==> config.mk <==
export PLATFORM = sky130hd
export DESIGN_NAME = vectorLatch
export DESIGN_NICKNAME = d
export VERILOG_FILES = /design/src/rtl/nnFormatPkg.sv /design/src/rtl/vectorLatch.sv
export SDC_FILE = /design/constraint.sdc
export NUM_CORES = 1
export LEC_CHECK = 0
export BUFFER_PORTS_ARGS = -buffer_cell sky130_fd_sc_hd__buf_2
export CAP_MARGIN = 0
export CORE_AREA = 2 2 198 200
export CTS_BUF_LIST = sky130_fd_sc_hd__clkbuf_16
export CTS_CLUSTER_SIZE = 20
export DETAILED_ROUTE_END_ITERATION = 10
export DIE_AREA = 0 0 200 202
export PLACE_DENSITY_LB_ADDON = 0.25
export SETUP_SLACK_MARGIN = 0.15
export SYNTH_ARGS = -nofsm -noshare
export SYNTH_HDL_FRONTEND = slang
export SYNTH_SLANG_ARGS = --single-unit
==> constraint.sdc <==
create_clock -name clk -period 0.89 [get_ports clk]
set_clock_uncertainty 0.05 [all_clocks]
set_input_delay 0.0445 -clock clk [delete_from_list [all_inputs] [get_ports clk]]
set_output_delay 0.0445 -clock clk [all_outputs]
set_load 0.1 [all_outputs]
==> src/rtl/nnFormatPkg.sv <==
package nnFormatPkg;

	// Features, weights, products and sums all share this width
	localparam int DataWidth = 32;

	// Width of one neuron activation after the ReLU
	localparam int ActWidth = 16;

	// Lowest sum bit that is kept in the activation
	// The kept field runs from FracBits up to FracBits + ActWidth - 1
	localparam int FracBits = 13;

	// Signed two's complement word, wraps on overflow
	typedef logic signed [DataWidth-1:0] featureT;

	// Activations are never negative after the ReLU
	typedef logic [ActWidth-1:0] actT;

endpackage

==> src/rtl/vectorLatch.sv <==
module vectorLatch
	import nnFormatPkg::*;
#(
	parameter int NumInputs = 8
)
(
	input  logic                     clk,
	input  logic                     reset,
	input  logic                     vectorDone,
	input  featureT [NumInputs-1:0]  vectorData,
	output logic                     layerStart,
	output featureT [NumInputs-1:0]  layerInputs
);

	// Start pulse trails the capture by one cycle
	always_ff @(posedge clk)
	begin
		if (reset)
		begin
			layerStart <= 1'b0;
		end
		else
		begin
			layerStart <= vectorDone;
		end
	end

	// Holds the completed vector while the collector refills
	always_ff @(posedge clk)
	begin
		if (vectorDone)
		begin
			layerInputs <= vectorData;
		end
	end

	// Vectors are at least NumInputs cycles apart so starts never merge
	singleStartPulse: assert property (
		@(posedge clk) disable iff (reset)
		layerStart |=> !layerStart
	)
	else $error("vectorLatch layerStart high for two cycles");

endmodule

==> summary.md <==
| Metric | Value |
|---|---|
| Ys Warns | 0 |
| Largest net degree at the start of global routing | 55 |
| Period utilization | 146% |
| DRT antenna net count | 0 |
| Core Box Area | 38300 µm² |
| Max Slew Vio Count | 0 |
| Relative slew slack | 78.8% |
| #FFs+latches synth | 257 |
| Routed vias | a little under 6000 |
| CP peak stage delay | approximately 460 ps |
| Layout area overhead | 139% |
| CTS max path bufs | 3 |
| Outcome | finished with violations |
| WL/cell | 16.6 µm |
| CP bufs+invs | 1 |
| Multi-input logic area | roughly 14 µm² |
| Drt first-iter violations | 223 |
| Worst hold endpoint | layerInputs[92]$_DFFE_PP_ |
| Failing checks | negative hold slack, negative setup slack |
| H-Tree Depth | 1 |
| Leak | 7.57 nW |
| Max FO, Critical Path | 1 |
| TritonCTS Buffers | 29 |
| DP Wirelength | 19200 µm |
| # fillers | 3145 |
| Root buffer cell | clkbuf_16 |
| Setup violations, final | 257 |
| Cell Pwr Density | approximately 2100 nW/µm² |
| Initial Util | 20.2% |
| Startpoint Class | register |
| Chip Height | between 200 and 250 µm |
| Worst min path class | input port to register |
| Sequential fraction of the synthesis area | between 90% and 100% |
| CTS sink count | between 200 and 300 |
| Routability-driven placement congestion ratio | 0.768 |
| Vias in the first global route | 6523 |
| Mapped Cells | around 260 |
| Layout cells sized above 1 | 51.9% |
| IO buf count | 515 |
| Final Hold Fails | 18 |
| CP cell instances | buf_12 |
| Layout Nets | 1333 |
| Final TNS setup | -88950 ps |
| Final WL | 26800 µm |
| Mapped cell area | 7720 µm² |
| Slowest CP cell | edfxtp_1 |
| Final min period | between 1000 and 1500 ps |
| Die ar. | approximately 40000 µm² |
| Synth unique cells | 3 |
| First-pass GRT wire length | 38900 µm |
| Unrepaired setup endpoints after global routing | yes |
| Critical Path RT | 800 ps |
| Clock slew at reported path FFs | approximately 60 ps |
| 1st-pass router iterations | 6 |
| Worst-Margin Slew | 319 ps |
| Die W | around 200 µm |
| Tot GR Track Use | 12.8% |
| Remaining DRCs | 0 |
| Syn Nets | 517 |
| Register area | approximately 7700 µm² |
| CP endpoint kind | output pin |
| Hold Crit Start | vectorDone |
| Worst hold margin | -196 ps |
| CP Class | register to output pin |
| Initial antenna violation count | 1 |
| WHS Path Cells | 1 |
| VDD IR max | 0.00152 V |
| Number of vias per cell | 3.60 |
| Fmax | roughly 0.77 GHz |
| CP top delay family | flip-flops |
| Max-cap violations | 0 |
| I/O Pins | 516 |
| CTS Hold Buffers Added | 257 |
| Worst EP arrival | 1200 ps |
| Final core occ | roughly half |
| Overflow after GRT | 0 |
| Mean Syn Cell Area | about 30 µm² |
| CTS tree | built |
| Row count | 72 |
| Setup slack after layout | -407 ps |
worst max-delay path by stage:
stage,slack (ps),cells past startpoint,end,startpoint
after detailed placement,-110,2,layerInputs[206]$_DFFE_PP_,vectorDone
after global placement,-110,2,layerInputs[181]$_DFFE_PP_,vectorDone
final,-410,1,layerInputs[20],layerInputs[20]$_DFFE_PP_
after floorplan,-110,0,layerInputs[0],layerInputs[0]$_DFFE_PP_
after CTS,-460,1,layerInputs[20],layerInputs[20]$_DFFE_PP_
after global routing,-460,1,layerInputs[20],layerInputs[20]$_DFFE_PP_
per-stage QoR:
stage,instance area [µm²],power (W),worst slack [ps],hold slack [ps],cells
6_report,18400,0.0388,-407,-196,1614
5_1_grt,18400,0.0400,-458,-212,1614
4_1_cts,18400,0.0393,-455,-222,1613
3_5_place_dp,15000,0.0271,-111,173,1304
3_3_place_gp,15000,0.0270,-108,171,1304
2_1_floorplan,7720,0.0218,-109,51.4,258
synth_stat cells:
cell type / instances / share of area (%)
dfxtp_1: 1 / 0.26
edfxtp_1: 256 / 100
nor2b_4: 1 / 0.18
logic make-up (layout without fill, tap and decap cells):
kind of cell,after synthesis,count (layout),share of synthesized area [%]
DFF,257,257,99.8
and+or+nand+nor,1,1,0.178
buffers and inverters,0,837,0
other,0,1,0
flip-flops by register name (all words and copies together), names as in the netlist:
name / cells
layerInputs: 256
layerStart: 1
layout make-up:
cell class	instances	share of cell area, %
Antenna cell	1	0.0136
Clock buffer	29	3.94
Clock inverter	23	0.842
Multi-Input combinational cell	1	0.0747
Sequential cell	257	41.9
Tap cell	518	3.52
Timing Repair Buffer	785	49.8
what timing repair did:
item | 4_1_cts | 5_1_grt
cloned | 0 | 0
setup buffers | 0 | 0
gates resized for setup | 0 | 1
endpoints found under the setup margin | 257 | 257
endpoints found under the hold margin | 384 | 44
where the power goes:
part	internal [W]	switching (W)	total, W
clock	0.00645	0.00461	0.0111
combinational	0.00461	0.00788	0.0125
sequential	0.0144	0.000779	0.0152
placed cells by master (no fill, tap or decap), drive strengths merged:
master	Yosys	final
buf	0	528
dlygate4sd3	0	257
edfxtp	256	256
clkbuf	0	29
clkinv	0	13
inv	0	8
bufinv	0	2
diode	0	1
nor2b	1	1
dfxtp	1	1
routing by layer:
layer | wire (µm) | part of all wire, % | track usage, %
met5 | 0 | 0 | 0
met3 | 2500 | 9.3 | 3.92
met2 | 14100 | 53 | 23.8
met4 | 670 | 2.5 | 4.15
met1 | 9560 | 36 | 13.7
(Power assumes the default switching activity.)
