## config.mk

```make
export PLATFORM = sky130hd
export DESIGN_NAME = featureCollector
export DESIGN_NICKNAME = d
export VERILOG_FILES = /design/src/rtl/nnFormatPkg.sv /design/src/rtl/featureCollector.sv
export SDC_FILE = /design/constraint.sdc
export NUM_CORES = 1
export LEC_CHECK = 0
export BUFFER_PORTS_ARGS = -buffer_cell sky130_fd_sc_hd__buf_2
export CORE_UTILIZATION = 44
export CTS_CLUSTER_SIZE = 25
export DETAILED_ROUTE_END_ITERATION = 7
export PLACE_DENSITY = 0.76
export SETUP_SLACK_MARGIN = 0.15
export SYNTH_ARGS = -nofsm -noshare
export SYNTH_HDL_FRONTEND = slang
export SYNTH_SLANG_ARGS = --single-unit
```

## constraint.sdc

```tcl
create_clock -name clk -period 3.2 [get_ports clk]
set_input_delay 0.16 -clock clk [delete_from_list [all_inputs] [get_ports clk]]
set_output_delay 0.16 -clock clk [all_outputs]
set_load 0.01 [all_outputs]
```

## src/rtl/nnFormatPkg.sv

```systemverilog
package nnFormatPkg;

	// Features, weights, products and sums all share this width
	localparam int DataWidth = 32;

	// Width of one neuron activation after the ReLU
	localparam int ActWidth = 16;

	// Lowest sum bit that is kept in the activation
	// The kept field runs from FracBits up to FracBits + ActWidth - 1
	localparam int FracBits = 13;

	// Signed two's complement word, wraps on overflow
	typedef logic signed [DataWidth-1:0] featureT;

	// Activations are never negative after the ReLU
	typedef logic [ActWidth-1:0] actT;

endpackage

```

## src/rtl/featureCollector.sv

```systemverilog
module featureCollector
	import nnFormatPkg::*;
#(
	parameter int NumInputs = 8
)
(
	input  logic                     clk,
	input  logic                     reset,
	input  logic                     featureValid,
	input  featureT                  featureData,
	output logic                     vectorDone,
	output featureT [NumInputs-1:0]  vectorData
);

	localparam int CountWidth = (NumInputs > 1) ? $clog2(NumInputs) : 1;
	localparam logic [CountWidth-1:0] LastIndex = CountWidth'(NumInputs - 1);

	// Index of the next feature word in the vector
	logic [CountWidth-1:0] count;

	always_ff @(posedge clk)
	begin
		if (reset)
		begin
			count      <= '0;
			vectorDone <= 1'b0;
		end
		else
		begin
			vectorDone <= 1'b0;
			if (featureValid)
			begin
				if (count == LastIndex)
				begin
					// Last word of the vector, start over with index 0
					count      <= '0;
					vectorDone <= 1'b1;
				end
				else
				begin
					count <= count + 1'b1;
				end
			end
		end
	end

	// Each strobed word lands in the slot of its index
	always_ff @(posedge clk)
	begin
		if (featureValid)
		begin
			vectorData[count] <= featureData;
		end
	end

	// Counter must wrap before it runs past the last feature
	countInRange: assert property (
		@(posedge clk) disable iff (reset)
		count <= LastIndex
	)
	else $error("featureCollector count out of range: %0d", count);

endmodule

```

==> metrics.md <==
| Metric | Value |
|---|---|
| Root buf cell | `clkbuf_16` |
| Largest net degree at the start of global routing | `33` |
| FMAX | `between 400 and 500 MHz` |
| Syn Area/Cell | `between 20 and 30 um^2` |
| Die width | `136 um` |
| Detailed-route DRC error count | `0` |
| Synth area leaders | `edfxtp_1, dfxtp_1, nor2_1, ha_1, mux2i_1` |
| Pre-CTS setup slack | `around 1.1 ns` |
| Synth Cell Area | `around 8000 um^2` |
| Top cell type by total area after synthesis | `edfxtp_1` |
| Ys Warns | `0` |
| Slew of the pin with the lowest slew margin | `roughly 1.1 ns` |
| Worst Path Buf+Inv | `0` |
| Post-route clock period utilization | `0.661` |
| Via density | `~4.7` |
| H-tree depth | `1` |
| Syn Inst Count | `285` |
| Hold_ws | `slightly above 0.4 ns` |
| GRT overflow | `0` |
| Die Span Y | `between 100 and 150 um` |
| Hold Crit Class | `input pin to register` |
| GRT Util Overall | `0.188` |
| Initial antenna violation count | `0` |
| Clock latency on the worst-skew pair | `0.50 ns` |
| Most frequent cell after synthesis | `edfxtp_1` |
| Via count | `~4200` |
| Status | `finished clean` |
| RSZ-0062 raised after global routing | `false` |
| Leakage | `~4.1 nW` |
| Detailed Route Iter0 Violations | `~260` |
| Post-synth top flop | `edfxtp_1` |
| Router iterations before antenna repair | `4` |
| Slowest stage cell on the critical path | `nor2_4` |
| GR Util met3 | `0.0500` |
| Clk slew on worst S/H paths | `approximately 0.06 ns` |
| Peak VDD IR | `around 0.43 mV` |
| DP Area | `9740 um^2` |
| Post-route worst setup slack | `1.08 ns` |
| Synth Register Bits | `260` |
| Crit path capture type | `register` |
| GR peak layer | `met2` |
| Max-slew headroom | `0.242` |
| Startpoint types | `register` |
| Final worst path period need | `~2.1 ns` |
| GPL Wtd Cong | `about 0.74` |
| Kind of critical path | `register to register` |
| Port Buffer Count | `between 200 and 300` |
| Final setup TNS | `0 ns` |
| Most frequent cells after synthesis | `edfxtp_1, nor2_1, dfxtp_1, nand2_1, nand2b_1` |
| Sequential area share after synthesis | `0.981` |
| DRT Wirelength | `about 18000 um` |
| Ys async rst share | `0` |
| Crit path max fanout | `32` |
| CTS Sinks | `between 200 and 300` |
| Routed len/inst | `20.5 um` |
| Post-route core utilization | `0.628` |
| Rows | `48` |
| Final antenna-violating net count | `0` |
| Final-report max-slew violation count | `0` |
| Met1 Use GR | `0.238` |
| Final Skew | `around 0.012 ns` |
| Layout cells sized above 1 | `0.515` |
| Final setup fails | `0` |
| CTS Buf Count | `25` |
| Die area | `18500 um^2` |
| Nets@finish | `just under 700` |
| Slowest stage delay, CP | `0.93 ns` |
| Top cell type's share of synthesized area | `0.971` |
| IO Count | `292` |
| CTS tree | `built` |
| Starting density of the core | `0.454` |
| Cts repair resizes | `0` |
| Synth cell types | `12` |
| Hold Vio Cnt, Final | `0` |
| Ant diodes | `0` |
| Fill cell count | `~1200` |
| Area delta synth->final | `38.2%` |
| Finished Cell Area | `about 11000 um^2` |
| HPWL after detailed placement | `11100 um` |
| CP Data Required Time | `~3.3 ns` |
| Max Cap Viol | `0` |
| Clock Tree Buf Depth | `3` |
| Vias in the first global route | `roughly 4300` |
| GR Util met2 | `0.322` |
| Number of flops mapped to enable cells by yosys | `roughly 260` |
| PwrDens | `649 nW/um^2` |
| Global-route wire length before repair | `around 25000 um` |
| Syn nets | `about 320` |
| Delay-heaviest family, CP | `simple AND/OR/NAND/NOR gates` |
| Crit path cell chain | `nand2b_1 -> nor2_4` |
| Crit path DAT | `about 2.2 ns` |
| Core Area | `roughly 17000 um^2` |
## worst reg2reg max path, cell delays in order, from the launching register on
cell      delay (ns)
dfxtp_1         0.54
nand2b_1        0.24
nor2_4          0.93
## metal layers
metal  vias to the layer above  wire (um)
li1                       1860          -
met1                      2082       7220
met2                       223       9120
met3                        24       1530
met4                         0        223
met5                         -          0
## power by group
group	total (mW)	internal [mW]	switching, mW	leakage (nW)
clock network	3.03	1.84	1.19	0.409
logic	0.236	0.0853	0.151	1.38
registers	3.83	3.81	0.0199	2.36
## state kept, by name, indices dropped and copies added (netlist names)
register    count
vectorData    256
count           3
vectorDone      1
## cell type report
class / count / area (um^2) / area share
Sequential cell: 260 / 7770 / 0.710
Tap cell: 225 / 282 / 0.0257
Clock buffer: 30 / 644 / 0.0589
Multi-Input combinational cell: 24 / 208 / 0.0190
Timing Repair Buffer: 329 / 1830 / 0.167
Clock inverter: 15 / 205 / 0.0188
## logic make-up (layout without fill, tap and decap cells)
logic type / Yosys count / after routing / synth area share
AO/OA/AOI/OAI: 1 / 1 / 0.000632
adder cells (fa/ha/maj): 2 / 2 / 0.00316
buffers and inverters: 1 / 374 / 0.000949
multiplexers: 2 / 2 / 0.00253
flip-flops: 260 / 260 / 0.981
AND/OR/NAND/NOR: 19 / 19 / 0.0114
## placed cells by master (no fill, tap or decap), drive strengths merged
cell and instances:
buf 294, edfxtp 256, dlygate4sd3 35, clkbuf 30, nor2 9, clkinv 8, bufinv 5, dfxtp 4
nand2 3, nand2b 3, nor3 2, mux2i 2, ha 2, clkinvlp 2, or2b 1, or3b 1
a21oi 1
## per-stage QoR
stage	std cells	total power, mW
after floorplan	285	3.97
after global placement	803	4.10
after detailed placement	803	4.11
after CTS	883	7.14
after global routing	883	7.29
final	883	7.10
## path summary, 6_finish.rpt
kind / from / endpoint / slack [ns] / cells after the start
worst max-delay path: count[1] / vectorData[79] / 1.08 / 2
worst min-delay path: reset / count[0] / 0.41 / 3
worst max register to register: count[1] / vectorData[79] / 1.08 / 2
worst min register to register: count[2] / count[2] / 0.56 / 2
## repair_timing
item,CTS,global route
hold endpoints to repair,257,0
hold buffers,35,0
buffers inserted,0,0
Power figures use the tool's default switching activity.
